`src/control_pkg.sv`:
```
package control_pkg;

    // --------------------------------------------------
    // Selection widths and bit positions
    // --------------------------------------------------
    localparam int MODE_WIDTH         = 2;
    localparam int MODE_GAME          = 0;
    localparam int MODE_FREE          = 1;

    localparam int ERROR_CHOICE_WIDTH = 2;
    localparam int CHOICE_RETRY_ROUND = 0;
    localparam int CHOICE_RETRY_NOTE  = 1;

    localparam int MENU_SEL_WIDTH     = 3;
    localparam int DEBUG_WIDTH        = 6;

    // --------------------------------------------------
    // State encodings
    // --------------------------------------------------
    typedef enum logic [2:0] {
        MENU_IDLE, MENU_START, MENU_WAIT_MODE, MENU_WAIT_BPM,
        MENU_WAIT_TONE, MENU_WAIT_SONG, MENU_LAUNCH, MENU_PLAYING
    } menu_state_t;

    typedef enum logic [4:0] {
        PLAY_IDLE, PLAY_INIT, PLAY_ROUND_START,
        PLAY_SHOW, PLAY_SHOW_WAIT, PLAY_SHOW_NEXT,
        PLAY_NOTE_START, PLAY_NOTE_WAIT, PLAY_NOTE_SOUND, PLAY_COMPARE,
        PLAY_NEXT_NOTE, PLAY_ADVANCE, PLAY_RECORD, PLAY_CHECK_END, PLAY_NEXT_ROUND,
        PLAY_WON, PLAY_WRONG_NOTE, PLAY_WRONG_TIME,
        PLAY_ERROR_MENU_START, PLAY_ERROR_MENU,
        PLAY_FREE_WAIT
    } play_state_t;

    // --------------------------------------------------
    // Debug codes shown on the display
    // --------------------------------------------------
    localparam logic [DEBUG_WIDTH-1:0] DBG_MENU_IDLE         = 6'h00;
    localparam logic [DEBUG_WIDTH-1:0] DBG_MENU_START        = 6'h1C;
    localparam logic [DEBUG_WIDTH-1:0] DBG_MENU_WAIT_MODE    = 6'h1D;
    localparam logic [DEBUG_WIDTH-1:0] DBG_MENU_WAIT_BPM     = 6'h1E;
    localparam logic [DEBUG_WIDTH-1:0] DBG_MENU_WAIT_TONE    = 6'h1F;
    localparam logic [DEBUG_WIDTH-1:0] DBG_MENU_WAIT_SONG    = 6'h20;
    // Launch state has a code of its own
    localparam logic [DEBUG_WIDTH-1:0] DBG_MENU_LAUNCH       = 6'h2F;

    localparam logic [DEBUG_WIDTH-1:0] DBG_PLAY_IDLE         = 6'h00;
    localparam logic [DEBUG_WIDTH-1:0] DBG_PLAY_INIT         = 6'h01;
    localparam logic [DEBUG_WIDTH-1:0] DBG_PLAY_ROUND_START  = 6'h02;
    localparam logic [DEBUG_WIDTH-1:0] DBG_PLAY_SHOW         = 6'h03;
    localparam logic [DEBUG_WIDTH-1:0] DBG_PLAY_SHOW_WAIT    = 6'h04;
    localparam logic [DEBUG_WIDTH-1:0] DBG_PLAY_SHOW_NEXT    = 6'h05;
    localparam logic [DEBUG_WIDTH-1:0] DBG_PLAY_NOTE_START   = 6'h06;
    localparam logic [DEBUG_WIDTH-1:0] DBG_PLAY_NOTE_WAIT    = 6'h07;
    localparam logic [DEBUG_WIDTH-1:0] DBG_PLAY_COMPARE      = 6'h09;
    localparam logic [DEBUG_WIDTH-1:0] DBG_PLAY_WON          = 6'h0A;
    localparam logic [DEBUG_WIDTH-1:0] DBG_PLAY_NEXT_NOTE    = 6'h0B;
    localparam logic [DEBUG_WIDTH-1:0] DBG_PLAY_ADVANCE      = 6'h13;
    localparam logic [DEBUG_WIDTH-1:0] DBG_PLAY_WRONG_NOTE   = 6'h14;
    localparam logic [DEBUG_WIDTH-1:0] DBG_PLAY_WRONG_TIME   = 6'h15;
    localparam logic [DEBUG_WIDTH-1:0] DBG_PLAY_NOTE_SOUND   = 6'h17;
    localparam logic [DEBUG_WIDTH-1:0] DBG_PLAY_NEXT_ROUND   = 6'h19;
    localparam logic [DEBUG_WIDTH-1:0] DBG_PLAY_CHECK_END    = 6'h1A;
    localparam logic [DEBUG_WIDTH-1:0] DBG_PLAY_RECORD       = 6'h1B;
    localparam logic [DEBUG_WIDTH-1:0] DBG_PLAY_ERROR_START  = 6'h21;
    localparam logic [DEBUG_WIDTH-1:0] DBG_PLAY_ERROR_MENU   = 6'h22;
    localparam logic [DEBUG_WIDTH-1:0] DBG_PLAY_FREE_WAIT    = 6'h23;

endpackage
```
`src/piano_control.sv`:
```
`timescale 1ns/100ps

module piano_control (
    input  logic                                       clock,
    input  logic                                       reset,
    input  logic                                       start,
    input  logic                                       enter,
    input  logic [control_pkg::MODE_WIDTH-1:0]         modes,
    input  logic [control_pkg::ERROR_CHOICE_WIDTH-1:0] error_choice,
    input  logic                                       delay_done,
    input  logic                                       rounds_done,
    input  logic                                       note_made,
    input  logic                                       note_correct,
    input  logic                                       time_correct,
    input  logic                                       beat_low,
    input  logic                                       address_at_round,
    input  logic                                       timeout,
    input  logic                                       song_end,
    output logic                                       clear_note_count,
    output logic                                       count_note,
    output logic                                       clear_delay,
    output logic                                       count_delay,
    output logic                                       clear_round,
    output logic                                       count_round,
    output logic                                       clear_beat,
    output logic                                       count_beat,
    output logic                                       clear_timeout,
    output logic                                       count_timeout,
    output logic                                       store_note,
    output logic                                       clear_note,
    output logic                                       clear_options,
    output logic                                       leds_from_memory,
    output logic                                       leds_on,
    output logic                                       tone_on,
    output logic                                       store_mode,
    output logic                                       store_bpm,
    output logic                                       store_tone,
    output logic                                       store_song,
    output logic                                       store_error,
    output logic                                       start_menu,
    output logic                                       show_menu,
    output logic [control_pkg::MENU_SEL_WIDTH-1:0]     menu_sel,
    output logic                                       won,
    output logic                                       lost,
    output logic                                       player_turn,
    output logic [control_pkg::DEBUG_WIDTH-1:0]        debug_state
);
    import control_pkg::*;

    menu_state_t menu_state;
    play_state_t play_state;
    logic        game_start;

    // Setup pages that launch the game once
    menu_sequencer menu_sequencer_i (.*);

    play_sequencer play_sequencer_i (.*);

    // Moore strobes from both states
    control_decoder control_decoder_i (.*);

endmodule

```
`src/control_decoder.sv`:
```
`timescale 1ns/100ps

module control_decoder (
    input  control_pkg::menu_state_t                 menu_state,
    input  control_pkg::play_state_t                 play_state,
    output logic                                     clear_note_count,
    output logic                                     count_note,
    output logic                                     clear_delay,
    output logic                                     count_delay,
    output logic                                     clear_round,
    output logic                                     count_round,
    output logic                                     clear_beat,
    output logic                                     count_beat,
    output logic                                     clear_timeout,
    output logic                                     count_timeout,
    output logic                                     store_note,
    output logic                                     clear_note,
    output logic                                     clear_options,
    output logic                                     leds_from_memory,
    output logic                                     leds_on,
    output logic                                     tone_on,
    output logic                                     store_mode,
    output logic                                     store_bpm,
    output logic                                     store_tone,
    output logic                                     store_song,
    output logic                                     store_error,
    output logic                                     start_menu,
    output logic                                     show_menu,
    output logic [control_pkg::MENU_SEL_WIDTH-1:0]   menu_sel,
    output logic                                     won,
    output logic                                     lost,
    output logic                                     player_turn,
    output logic [control_pkg::DEBUG_WIDTH-1:0]      debug_state
);
    import control_pkg::*;

    function automatic logic [DEBUG_WIDTH-1:0] play_code(input play_state_t state);
        case (state)
            PLAY_INIT:             return DBG_PLAY_INIT;
            PLAY_ROUND_START:      return DBG_PLAY_ROUND_START;
            PLAY_SHOW:             return DBG_PLAY_SHOW;
            PLAY_SHOW_WAIT:        return DBG_PLAY_SHOW_WAIT;
            PLAY_SHOW_NEXT:        return DBG_PLAY_SHOW_NEXT;
            PLAY_NOTE_START:       return DBG_PLAY_NOTE_START;
            PLAY_NOTE_WAIT:        return DBG_PLAY_NOTE_WAIT;
            PLAY_NOTE_SOUND:       return DBG_PLAY_NOTE_SOUND;
            PLAY_COMPARE:          return DBG_PLAY_COMPARE;
            PLAY_NEXT_NOTE:        return DBG_PLAY_NEXT_NOTE;
            PLAY_ADVANCE:          return DBG_PLAY_ADVANCE;
            PLAY_RECORD:           return DBG_PLAY_RECORD;
            PLAY_CHECK_END:        return DBG_PLAY_CHECK_END;
            PLAY_NEXT_ROUND:       return DBG_PLAY_NEXT_ROUND;
            PLAY_WON:              return DBG_PLAY_WON;
            PLAY_WRONG_NOTE:       return DBG_PLAY_WRONG_NOTE;
            PLAY_WRONG_TIME:       return DBG_PLAY_WRONG_TIME;
            PLAY_ERROR_MENU_START: return DBG_PLAY_ERROR_START;
            PLAY_ERROR_MENU:       return DBG_PLAY_ERROR_MENU;
            PLAY_FREE_WAIT:        return DBG_PLAY_FREE_WAIT;
            default:               return DBG_PLAY_IDLE;
        endcase
    endfunction

    // --------------------------------------------------
    // Game strobes from the play state only
    // --------------------------------------------------
    always_comb begin
        clear_note_count = (play_state inside {PLAY_ROUND_START, PLAY_NOTE_START});
        count_note       = (play_state inside {PLAY_ADVANCE, PLAY_SHOW_NEXT, PLAY_NEXT_NOTE});
        clear_delay      = (play_state inside {PLAY_SHOW, PLAY_INIT, PLAY_NOTE_START});
        count_delay      = (play_state == PLAY_ROUND_START);
        clear_round      = (play_state == PLAY_INIT);
        count_round      = (play_state == PLAY_NEXT_ROUND);
        clear_beat       = (play_state inside {PLAY_SHOW, PLAY_NOTE_WAIT, PLAY_WRONG_NOTE,
                                               PLAY_WRONG_TIME, PLAY_INIT, PLAY_CHECK_END});
        count_beat       = (play_state inside {PLAY_SHOW_WAIT, PLAY_NOTE_SOUND,
                                               PLAY_FREE_WAIT});
        clear_timeout    = (play_state inside {PLAY_NEXT_NOTE, PLAY_NOTE_START, PLAY_INIT,
                                               PLAY_WRONG_NOTE, PLAY_WRONG_TIME,
                                               PLAY_CHECK_END});
        count_timeout    = (play_state == PLAY_NOTE_WAIT);
        player_turn      = (play_state == PLAY_NOTE_WAIT);
        store_note       = (play_state == PLAY_NOTE_SOUND);
        tone_on          = (play_state == PLAY_NOTE_SOUND);
        leds_from_memory = (play_state == PLAY_SHOW_WAIT);
        leds_on          = (play_state inside {PLAY_SHOW_WAIT, PLAY_NOTE_SOUND});
        store_error      = (play_state == PLAY_COMPARE);
        won              = (play_state == PLAY_WON);
        lost             = (play_state inside {PLAY_WRONG_NOTE, PLAY_WRONG_TIME});
    end

    // --------------------------------------------------
    // Menu outputs handed to the game after launch
    // --------------------------------------------------
    always_comb begin
        clear_note    = 1'b0;
        clear_options = 1'b0;
        start_menu    = 1'b0;
        show_menu     = 1'b0;
        menu_sel      = '0;
        store_mode    = 1'b0;
        store_bpm     = 1'b0;
        store_tone    = 1'b0;
        store_song    = 1'b0;
        debug_state   = DBG_MENU_IDLE;
        if (menu_state != MENU_PLAYING) begin
            case (menu_state)
                MENU_IDLE: begin
                    clear_note    = 1'b1;
                    clear_options = 1'b1;
                end
                MENU_START: begin
                    start_menu  = 1'b1;
                    debug_state = DBG_MENU_START;
                end
                MENU_WAIT_MODE: begin
                    store_mode  = 1'b1;
                    show_menu   = 1'b1;
                    debug_state = DBG_MENU_WAIT_MODE;
                end
                MENU_WAIT_BPM: begin
                    store_bpm   = 1'b1;
                    show_menu   = 1'b1;
                    menu_sel    = MENU_SEL_WIDTH'(1);
                    debug_state = DBG_MENU_WAIT_BPM;
                end
                MENU_WAIT_TONE: begin
                    store_tone  = 1'b1;
                    show_menu   = 1'b1;
                    menu_sel    = MENU_SEL_WIDTH'(2);
                    debug_state = DBG_MENU_WAIT_TONE;
                end
                MENU_WAIT_SONG: begin
                    store_song  = 1'b1;
                    show_menu   = 1'b1;
                    menu_sel    = MENU_SEL_WIDTH'(3);
                    debug_state = DBG_MENU_WAIT_SONG;
                end
                default: debug_state = DBG_MENU_LAUNCH;
            endcase
        end else begin
            start_menu  = (play_state == PLAY_ERROR_MENU_START);
            show_menu   = (play_state == PLAY_ERROR_MENU);
            // Error menu page
            menu_sel    = (play_state == PLAY_ERROR_MENU) ? MENU_SEL_WIDTH'(4) : '0;
            debug_state = play_code(play_state);
        end
    end

endmodule

```
`src/play_sequencer.sv`:
```
`timescale 1ns/100ps

module play_sequencer (
    input  logic                                       clock,
    input  logic                                       reset,
    input  logic                                       game_start,
    input  logic [control_pkg::MODE_WIDTH-1:0]         modes,
    input  logic [control_pkg::ERROR_CHOICE_WIDTH-1:0] error_choice,
    input  logic                                       enter,
    input  logic                                       start,
    input  logic                                       delay_done,
    input  logic                                       rounds_done,
    input  logic                                       note_made,
    input  logic                                       note_correct,
    input  logic                                       time_correct,
    input  logic                                       beat_low,
    input  logic                                       address_at_round,
    input  logic                                       timeout,
    input  logic                                       song_end,
    output control_pkg::play_state_t                   play_state
);
    import control_pkg::*;

    play_state_t next_state;
    logic        game_mode;

    assign game_mode = modes[MODE_GAME];

    always_ff @(posedge clock or posedge reset) begin
        if (reset) begin
            play_state <= PLAY_IDLE;
        end else begin
            play_state <= next_state;
        end
    end

    always_comb begin
        next_state = play_state;
        case (play_state)
            PLAY_IDLE: begin
                if (game_start) begin
                    next_state = PLAY_INIT;
                end
            end
            PLAY_INIT: begin
                if (game_mode) begin
                    next_state = PLAY_ROUND_START;
                end else if (modes[MODE_FREE]) begin
                    next_state = PLAY_FREE_WAIT;
                end else begin
                    next_state = PLAY_IDLE;
                end
            end
            PLAY_ROUND_START: begin
                if (delay_done) begin
                    next_state = PLAY_SHOW;
                end
            end

            // ------------------------------------------------
            // Sequence preview
            // ------------------------------------------------
            PLAY_SHOW:      next_state = PLAY_SHOW_WAIT;
            PLAY_SHOW_WAIT: begin
                if (beat_low) begin
                    next_state = address_at_round ? PLAY_NOTE_START : PLAY_SHOW_NEXT;
                end
            end
            PLAY_SHOW_NEXT: next_state = PLAY_SHOW;

            // ------------------------------------------------
            // Player input
            // ------------------------------------------------
            PLAY_NOTE_START: next_state = PLAY_NOTE_WAIT;
            PLAY_NOTE_WAIT: begin
                if (timeout) begin
                    next_state = PLAY_WRONG_TIME;
                end else if (note_made) begin
                    next_state = PLAY_NOTE_SOUND;
                end
            end
            PLAY_NOTE_SOUND: begin
                // Key released
                if (!note_made) begin
                    next_state = game_mode ? PLAY_COMPARE : PLAY_FREE_WAIT;
                end
            end
            PLAY_COMPARE: begin
                if (!note_correct) begin
                    next_state = PLAY_WRONG_NOTE;
                end else if (!time_correct) begin
                    next_state = PLAY_WRONG_TIME;
                end else if (address_at_round && rounds_done) begin
                    next_state = PLAY_WON;
                end else if (address_at_round) begin
                    next_state = PLAY_ADVANCE;
                end else begin
                    next_state = PLAY_NEXT_NOTE;
                end
            end
            PLAY_NEXT_NOTE:  next_state = PLAY_NOTE_WAIT;
            PLAY_ADVANCE:    next_state = PLAY_RECORD;
            PLAY_RECORD:     next_state = PLAY_CHECK_END;
            PLAY_CHECK_END:  next_state = song_end ? PLAY_WON : PLAY_NEXT_ROUND;
            PLAY_NEXT_ROUND: next_state = PLAY_ROUND_START;
            PLAY_WON: begin
                if (start) begin
                    next_state = PLAY_INIT;
                end
            end

            // ------------------------------------------------
            // Errors
            // ------------------------------------------------
            PLAY_WRONG_NOTE,
            PLAY_WRONG_TIME:       next_state = PLAY_ERROR_MENU_START;
            PLAY_ERROR_MENU_START: next_state = PLAY_ERROR_MENU;
            PLAY_ERROR_MENU: begin
                if (enter && error_choice[CHOICE_RETRY_ROUND]) begin
                    next_state = PLAY_ROUND_START;
                end else if (enter && error_choice[CHOICE_RETRY_NOTE]) begin
                    next_state = PLAY_NOTE_START;
                end
            end

            PLAY_FREE_WAIT: begin
                if (note_made) begin
                    next_state = PLAY_NOTE_SOUND;
                end
            end
            default: next_state = PLAY_IDLE;
        endcase
    end

endmodule

```
`src/menu_sequencer.sv`:
```
`timescale 1ns/100ps

module menu_sequencer (
    input  logic                               clock,
    input  logic                               reset,
    input  logic                               start,
    input  logic                               enter,
    input  logic [control_pkg::MODE_WIDTH-1:0] modes,
    output control_pkg::menu_state_t           menu_state,
    output logic                               game_start
);
    import control_pkg::*;

    menu_state_t next_state;

    always_ff @(posedge clock or posedge reset) begin
        if (reset) begin
            menu_state <= MENU_IDLE;
        end else begin
            menu_state <= next_state;
        end
    end

    // One page per enter and no song page in free play
    always_comb begin
        next_state = menu_state;
        case (menu_state)
            MENU_IDLE: begin
                if (start) begin
                    next_state = MENU_START;
                end
            end
            MENU_START:     next_state = MENU_WAIT_MODE;
            MENU_WAIT_MODE: begin
                if (enter) begin
                    next_state = MENU_WAIT_BPM;
                end
            end
            MENU_WAIT_BPM: begin
                if (enter) begin
                    next_state = MENU_WAIT_TONE;
                end
            end
            MENU_WAIT_TONE: begin
                if (enter) begin
                    next_state = modes[MODE_FREE] ? MENU_LAUNCH : MENU_WAIT_SONG;
                end
            end
            MENU_WAIT_SONG: begin
                if (enter) begin
                    next_state = MENU_LAUNCH;
                end
            end
            MENU_LAUNCH:    next_state = MENU_PLAYING;
            // Parked until reset
            default:        next_state = MENU_PLAYING;
        endcase
    end

    assign game_start = (menu_state == MENU_LAUNCH);

endmodule

```
`config.mk`:
```
export PLATFORM = sky130hd
export DESIGN_NAME = piano_control
export DESIGN_NICKNAME = d
export VERILOG_FILES = /design/src/control_pkg.sv /design/src/piano_control.sv /design/src/control_decoder.sv /design/src/play_sequencer.sv /design/src/menu_sequencer.sv
export SDC_FILE = /design/constraint.sdc
export NUM_CORES = 1
export LEC_CHECK = 0
export ABC_AREA = 1
export BUFFER_PORTS_ARGS = -buffer_cell sky130_fd_sc_hd__buf_2
export CORE_UTILIZATION = 35
export DETAILED_ROUTE_END_ITERATION = 6
export PLACE_DENSITY = 0.59
export SLEW_MARGIN = 20
export SYNTH_ARGS = -nofsm -noshare
export SYNTH_HDL_FRONTEND = slang
export SYNTH_SLANG_ARGS = --single-unit
export TNS_END_PERCENT = 10
```
`constraint.sdc`:
```
create_clock -name clock -period 1.6 [get_ports clock]
set_clock_uncertainty 0.1 [all_clocks]
set_input_delay 0.32 -clock clock [delete_from_list [all_inputs] [get_ports clock]]
set_output_delay 0.32 -clock clock [all_outputs]
set_load 0.005 [all_outputs]
```
# --- After elaboration in Yosys (flattened, before gate mapping) ---
# Memory sizes are Yosys's and may differ from the RTL's.
# Index checks and enable logic that the tools add are counted.
totals:
  in_bits: 17
  latch_bits: 0
  ff_bits: 8
  out_inout_bits: 35
  romBits: 192
  memories: 1
  ramBits: 0
op_classes:
  muxes: 45
  bitwise_logic: 0
  order_cmp: 0
  shift: 0
  reduce_logical: 18
  add_sub_neg: 0
  div_mod_pow: 0
  multipliers: 0
  n_eq_ne: 38
memory_table:
  columns: ["name", "words", "width", "rd", "rd_ports_with_merged_regs", "write_ports", "line_no", "text"]
  rows:
  - ["(name not given)", 32, 6, 1, 0, 0, "control_decoder.sv:38", "case (state)"]
ops:
  columns: ["operator", "count"]
  rows:
  - ["$pmux W5 S19", 1]
  - ["$mux W5", 15]
  - ["$eq A5 B4 Y1 const B", 8]
  - ["$pmux W6 S6", 1]
  - ["$eq A5 B5 Y1 const B", 5]
  - ["$mux W3", 7]
  - ["$eq A5 B3 Y1 const B", 4]
  - ["$ne A2 B2 Y1 const B", 10]
  - ["$pmux W3 S6", 1]
  - ["$mux W1", 16]
  - ["$reduce_bool A6 Y1", 2]
  - ["$eq A5 B2 Y1 const B", 2]
  - ["$eq A3 B3 Y1 const B", 3]
  - ["$reduce_bool A3 Y1", 3]
  - ["$eq A3 B2 Y1 const B", 2]
  - ["$mux W6", 1]
  - ["$ne A3 B3 Y1 const B", 2]
  - ["$pmux W2 S3", 1]
  - ["$reduce_and A6 Y1", 1]
  - ["$reduce_bool A2 Y1", 3]
  - ["$eq A5 B1 Y1 const B", 1]
  - ["$logic_not A5 Y1", 1]
  - ["$reduce_and A5 Y1", 1]
  - ["$mux W2", 2]
  - ["other kinds (5)", 8]

# --- Logic depth before layout (Yosys ltp) ---
# Gate-level depths: netlist of the first run.
logic_depth:
  depth_word: 5
  mapped_depth: 10
  ltp_nobuf: 10

# --- Hierarchy ---
# A second synthesis of the first run with hierarchy kept.
unflattened:
  cells_unflattened: 302
  area_unflattened_um2: 1659.1
modules_own_cells:
  columns: ["module", "seq_area_each_um2", "n_inst", "cells_per_inst", "area_each_um2"]
  rows:
  - ["play_sequencer", 125.1, 1, 151, 834.6]
  - ["control_decoder", 0.0, 1, 123, 638.1]
  - ["menu_sequencer", 75.1, 1, 28, 186.4]

# --- Least setup slack after synthesis of the first run ---
# Ideal clock, no wire load.
synth_timing:
  path_type: "register to output"
  start: "reg play_sequencer_i.play_state[1]"
  end: "out debug_state[2] (netlist bit)"
  arrival_time_ns: 1.349
  setup_slack_ns: -0.169
  stages_incl_launch_ff: 9
  path_cell_list: "dfrtp_1 > inv_1 > ha_1 > nand2_4 > nor2_4 > inv_1 > o221ai_1 > nand2_1 > nand2_1"
synth_via:
  elab_chain_len: 2
synth_rtl:
  columns: ["element", "line_no", "text"]
  rows:
  - ["start, declared", "play_sequencer.sv:20", "output control_pkg::play_state_t play_state"]
  - ["start signal, assigned", "play_sequencer.sv:33", "play_state <= next_state;"]
  - ["$mem_v2 Z32 W6", null, null]
  - ["$mux W6", "control_decoder.sv:105", "if (menu_state != MENU_PLAYING) begin"]
  - ["end, declared", "piano_control.sv:46", "output logic [control_pkg::DEBUG_WIDTH-1:0] debug_state"]
# No other way between the ends.

# --- Final worst setup path of the first run ---
layout_timing:
  start: "reg play_sequencer_i.play_state[0]"
  end: "out debug_state[4] (netlist bit)"
# Same word-level chain as after synthesis.

==> results.sh, run 1 <==
export IMPL_seq_area_frac_synth_pct=13.20
export IMPL_crit_arrival_ns=1.58
export IMPL_synth_simple_area_share_pct=52.97
export IMPL_design_area_um2=2406
export IMPL_synth_xor_area_share_pct=0
export IMPL_outcome="complete, but fails checks"
export IMPL_end_kind="output port"
export IMPL_final_nets=368
export IMPL_ir_drop_mv=0.8392
export IMPL_grt_pass1_vias=1736
export IMPL_fin_setup_tns_ns=-7.817
export IMPL_worst_setup_path_type="flip-flop to output port"
export IMPL_area_growth_pct=58.66
export IMPL_overflow=0
export IMPL_yosysWarnings=0
export IMPL_diodes=0
export IMPL_fill_cells=390
export IMPL_routed_wl_mm=4.952
export IMPL_place_ws_ns=-0.2250
export IMPL_violations="setup timing"
export IMPL_rows=23
export IMPL_drc=0
export IMPL_report_final_hold_viol_count=0
export IMPL_setup_violations=33
export IMPL_die_area_um2=4600
export IMPL_cp_start_kind="flip-flop"
export IMPL_reg2reg_slack_ns=-0.29
export IMPL_timing_fmax_mhz=500.9
export IMPL_die_h_um=67.83
export IMPL_num_vias=1877
export IMPL_syn_nets=274
export IMPL_max_slew_worst_pin_slew_ns=0.3036
export IMPL_final_antenna_net_count=0
export IMPL_r2r_end="play_sequencer_i.play_state[1]"
export IMPL_grt_pass1_wl_mm=7.859
export IMPL_synth_mux_area_share_pct=0
export IMPL_syn_area_per_cell_um2=6.018
export IMPL_hp_class="input port to flip-flop"
export IMPL_cts_tree="built"
export IMPL_fin_crit_sh_pct=124.8
export IMPL_die_w_um=67.83
export IMPL_crit_start="play_sequencer_i.play_state[0]"
export IMPL_wl_per_cell_um=12.54
export IMPL_rsz0062_at_grt="yes"
export IMPL_synth_cell_type_count=32
export IMPL_clk_pin_slew_ns=0.04
export IMPL_start_util_pct=37.11
export IMPL_cts_buffers=3
export IMPL_p_leak_nw=1.360
export IMPL_critPathRequiredTime_ns=1.18
export IMPL_hold_path_depth=5
export IMPL_rr_worst_depth=10
export IMPL_hold_end="play_sequencer_i.play_state[3]"
export IMPL_syn_cell_area_um2=1516
export IMPL_crit_fanout=5
export IMPL_maxSlewHeadroom_pct=79.74
export IMPL_stdcell_count=395
export IMPL_synth_top_family_by_area="simple AND/OR/NAND/NOR gates"
export IMPL_r2r_start="play_sequencer_i.play_state[0]"
export IMPL_boundaryPins=52
export IMPL_cts_htree_levels=1
export IMPL_min_delay_start="note_made"
export IMPL_period_minus_slack_ns=1.996
export IMPL_fin_hold_ws_ns=0.3721
export IMPL_placed_area_um2=2103
export IMPL_grt_start_max_net_pins=9
export IMPL_ys_seq_elements=8
export IMPL_pwr_density_cell_nw_per_um2=1512
export IMPL_drv_slew=0
export IMPL_core_area_um2=4086
export IMPL_dp_cells=384
export IMPL_track_usage_pct=22.87
export IMPL_power_mw=3.637
export IMPL_fin_ws_ns=-0.3964
export IMPL_place_congestion=0.9345
export IMPL_dr_first_iter_drc_count=84
export IMPL_clkSinkCount=8
export IMPL_layout_drive_gt1_share_pct=50.72
export IMPL_synth_fa_ha_area_share_pct=4.125
export IMPL_via_per_inst=4.752
export IMPL_clock_path_buffers=2
export IMPL_dp_hpwl_mm=4.061
export IMPL_timing_max_cap_violations=0
export IMPL_synth_cells=252
export IMPL_clock_latency_ns=0.23
export IMPL_clock_tree_root_cell="clkbuf_8"
export IMPL_io_buffers=51
export IMPL_synth_compound_area_share_pct=14.44
export IMPL_antenna_found_initial=0
export IMPL_utilization_pct=58.88
export IMPL_first_pass_iters=4
power by group:
part           leakage (nW)  internal [mW]  switching (mW)
sequential           0.0853          0.269           0.147
combinational          1.25           1.39            1.58
clock                0.0228          0.173          0.0786
total                  1.36           1.83            1.81
cells in the mapped netlist:
| library cell | n | area (um^2) |
|---|---|---|
| inv_6 | 1 | 8.760 |
| dfrtp_1 | 8 | 200.2 |
| inv_12 | 1 | 16.27 |
| nor2_4 | 6 | 67.56 |
| o221ai_1 | 1 | 8.760 |
| nand4_1 | 1 | 6.260 |
| nor2_1 | 37 | 138.9 |
| o21ai_0 | 17 | 85.08 |
| o21ai_1 | 4 | 20.02 |
| o41ai_1 | 1 | 8.760 |
| inv_1 | 35 | 131.4 |
| nand2_8 | 1 | 20.02 |
| nor3_4 | 1 | 16.27 |
| nor2_2 | 8 | 50.05 |
| a21boi_0 | 1 | 7.510 |
| o2111ai_1 | 1 | 8.760 |
| buf_4 | 4 | 30.03 |
| nand3b_1 | 2 | 15.01 |
| nand2_2 | 8 | 50.05 |
| o21ai_2 | 2 | 17.52 |
| nand3_2 | 4 | 40.04 |
| o21a_1 | 3 | 22.52 |
| o31ai_1 | 1 | 7.510 |
| nand3_1 | 14 | 70.07 |
| nand2_4 | 7 | 78.83 |
| or2_2 | 1 | 6.260 |
| ha_1 | 5 | 62.56 |
| nand2_1 | 65 | 244.0 |
| inv_2 | 3 | 11.26 |
| buf_6 | 3 | 33.78 |
| o22ai_1 | 2 | 12.51 |
| a21oi_1 | 4 | 20.02 |
cells by family after synthesis:
kind of cell / after synthesis
and+or+nand+nor: 155
buffers and inverters: 47
DFF: 8
AOI/OAI and AO/OA: 37
adders and majority gates: 5
area by class of cell:
cell class / count / area, um^2 / share of cell area (%)
inverters: 40 / 172.7 / 7.176
clock buffers: 4 / 45.04 / 1.872
well taps: 50 / 62.56 / 2.600
repair buffers: 96 / 665.6 / 27.67
flip-flops and latches: 8 / 209.0 / 8.684
multi-input cells: 197 / 1251 / 52.00
cells in the final DEF, fill, tap and decap left out, types with 2 or more instances in the layout:
cell type  Yosys  routed
a21oi_1        4       4
buf_12         0       3
buf_2          0      50
buf_4          4      34
buf_6          3       8
clkbuf_8       0       3
dfrtp_2        0       7
ha_4           0       4
inv_1         35      29
inv_2          3       7
inv_4          0       2
nand2_1       65      58
nand2_2        8      14
nand2_4        7       8
nand3_1       14      14
nand3_2        4       2
nand3_4        0       2
nand3b_1       2       2
nor2_1        37      31
nor2_2         8       8
nor2_4         6      12
o21a_1         3       3
o21ai_0       17      11
o21ai_1        4       9
o21ai_2        2       2
o22ai_1        2       2
worst max path at each step:
| stage | endpoint | slack [ns] | cells after the start |
|---|---|---|---|
| 6_report | debug_state[4] | -0.40 | 8 |
| 5_1_grt | debug_state[4] | -0.50 | 8 |
| 4_1_cts | debug_state[3] | -0.39 | 5 |
| 3_5_place_dp | debug_state[1] | -0.22 | 8 |
| 3_3_place_gp | debug_state[1] | -0.17 | 8 |
| 2_1_floorplan | clear_beat | -0.02 | 5 |
sequential cells by signal, summed over array words and instances (netlist names):
name / count
menu_sequencer_i.menu_state: 3
play_sequencer_i.play_state: 5
repair_timing:
action / 4_1_cts / 5_1_grt
pin swaps: 11 / 3
setup endpoints to repair: 37 / 37
cloned: 0 / 0
hold buffers: 1 / 0
gates resized for setup: 39 / 18
endpoints found under the hold margin: 8 / 0
buffers inserted: 5 / 1
worst max-delay path, cell delays in order, from the launching register on:
cell	delay [ns]
dfrtp_2	0.47
inv_4	0.11
ha_4	0.22
nor2_4	0.10
o21ai_1	0.08
o22ai_1	0.12
nand2_1	0.06
o21ai_1	0.07
buf_2	0.12
routing by layer:
layer	track usage, %	vias up	routed length [um]
li1	-	979	-
met1	30.69	844	2213
met2	39.36	52	2504
met3	2.500	2	219
met4	4.427	0	14
met5	0	-	0
Power figures use the tool's default switching activity.
==> run 2, diff against run 1 <==
MAX_ROUTING_LAYER = met4   (was unset)
==> run 2 against run 1 <==
Net effect:
- the flow still finishes with violations (setup timing)
- die area is the same
- largest power group unchanged
- via count grew 0.11%
- global-route usage grew 0.73 points
- largest cell class unchanged
- register-to-register slack is essentially flat
- critical path depth is the same
==> results.sh, run 2 (synthesis results as in run 1) <==
export IMPL_outcome="complete, but fails checks"
export IMPL_violations="setup timing"
export IMPL_core_area_um2=4086
export IMPL_cp_start_kind="flip-flop"
export IMPL_maxSlewHeadroom_pct=79.76
export IMPL_grt_pass1_wl_mm=7.886
export IMPL_layout_commonest_cell="nand2_1"
export IMPL_io_buffers=51
export IMPL_stdcell_count=395
export IMPL_dp_hpwl_mm=4.061
export IMPL_design_area_um2=2406
export IMPL_final_antenna_net_count=0
export IMPL_via_per_inst=4.757
export IMPL_layout_drive_gt1_share_pct=50.72
export IMPL_pwr_density_cell_nw_per_um2=1512
export IMPL_crit_arrival_ns=1.58
export IMPL_antenna_found_initial=0
export IMPL_diodes=0
export IMPL_rsz0062_at_grt="yes"
export IMPL_track_usage_pct=23.59
export IMPL_utilization_pct=58.88
export IMPL_wl_per_cell_um=12.56
export IMPL_largest_reg_flops=5
export IMPL_boundaryPins=52
export IMPL_start_util_pct=37.11
export IMPL_fin_setup_tns_ns=-7.824
export IMPL_layout_common_cells="58 x nand2_1, 50 x buf_2, 34 x buf_4, 31 x nor2_1, 29 x inv_1"
export IMPL_grt_pass1_vias=1736
export IMPL_max_flop_register="play_sequencer_i.play_state"
export IMPL_dr_first_iter_drc_count=76
export IMPL_place_ws_ns=-0.2250
export IMPL_period_minus_slack_ns=1.995
export IMPL_cts_tree="built"
export IMPL_fin_ws_ns=-0.3952
export IMPL_report_final_hold_viol_count=0
export IMPL_setup_violations=33
export IMPL_dp_cells=384
export IMPL_crit_fanout=5
export IMPL_worst_setup_path_type="flip-flop to output port"
export IMPL_placed_area_um2=2103
export IMPL_die_area_um2=4600
export IMPL_fin_crit_sh_pct=124.7
export IMPL_cts_htree_levels=1
export IMPL_die_h_um=67.83
export IMPL_num_vias=1879
export IMPL_clock_latency_ns=0.23
export IMPL_clk_pin_slew_ns=0.04
export IMPL_power_mw=3.638
export IMPL_top_regs="play_sequencer_i.play_state (5), menu_sequencer_i.menu_state (3)"
export IMPL_routed_wl_mm=4.963
export IMPL_cts_buffers=3
export IMPL_p_leak_nw=1.360
export IMPL_timing_max_cap_violations=0
export IMPL_end_kind="output port"
export IMPL_die_w_um=67.83
export IMPL_critPathRequiredTime_ns=1.18
export IMPL_clock_tree_root_cell="clkbuf_8"
export IMPL_final_nets=368
export IMPL_fin_hold_ws_ns=0.3749
export IMPL_area_growth_pct=58.66
export IMPL_timing_fmax_mhz=501.2
export IMPL_place_congestion=0.9512
export IMPL_clkSinkCount=8
export IMPL_first_pass_iters=4
export IMPL_rows=23
export IMPL_clock_path_buffers=2
export IMPL_grt_start_max_net_pins=9
export IMPL_max_slew_worst_pin_slew_ns=0.3033
export IMPL_drc=0
export IMPL_overflow=0
export IMPL_drv_slew=0
export IMPL_hp_class="input port to flip-flop"
export IMPL_ir_drop_mv=0.8391
## run 2: worst max-delay path: stages (launching register included)
cell and delay [ns]:
dfrtp_2 0.47, inv_4 0.11, ha_4 0.22, nor2_4 0.10, o21ai_1 0.08, o22ai_1 0.11
nand2_1 0.06, o21ai_1 0.07, buf_2 0.12
## run 2: worst paths after layout
kind / to / slack [ns] / cells past startpoint / startpoint
worst max-delay path: debug_state[4] / -0.40 / 8 / play_sequencer_i.play_state[0]
worst min-delay path: play_sequencer_i.play_state[3] / 0.37 / 5 / note_made
worst max register to register: play_sequencer_i.play_state[1] / -0.30 / 10 / play_sequencer_i.play_state[0]
worst min register to register: menu_sequencer_i.menu_state[2] / 0.53 / 2 / menu_sequencer_i.menu_state[2]
max in group asynchronous: play_sequencer_i.play_state[2] / 0.67 / 3 / reset
min in group asynchronous: play_sequencer_i.play_state[3] / 0.47 / 3 / reset
## run 2: repair_timing
item | 4_1_cts | 5_1_grt
hold buffers | 1 | 0
gates resized for setup | 39 | 18
endpoints found under the setup margin | 37 | 37
buffers inserted | 5 | 1
hold endpoints to repair | 8 | 0
pin swaps | 11 | 3
## run 2: power by group
group	leakage (nW)	switching [mW]	total (mW)	internal (mW)
combinational	1.25	1.58	2.97	1.39
clock	0.0228	0.0789	0.251	0.173
sequential	0.0853	0.147	0.416	0.269
total	1.36	1.81	3.64	1.83
## run 2: final cells by class
class,count,area (um^2)
repair buffers,96,665.6
flip-flops and latches,8,209.0
multi-input cells,197,1251
inverters,40,172.7
well taps,50,62.56
clock buffers,4,45.04
fillers,390,1680
## run 2: metal layers
metal / vias up / share of wire (%) / GRT usage, %
li1: 977 / - / -
met5: - / 0 / -
met1: 850 / 45 / 31.09
met3: 2 / 4.4 / 2.500
met2: 50 / 51 / 39.11
met4: 0 / 0.28 / 4.427
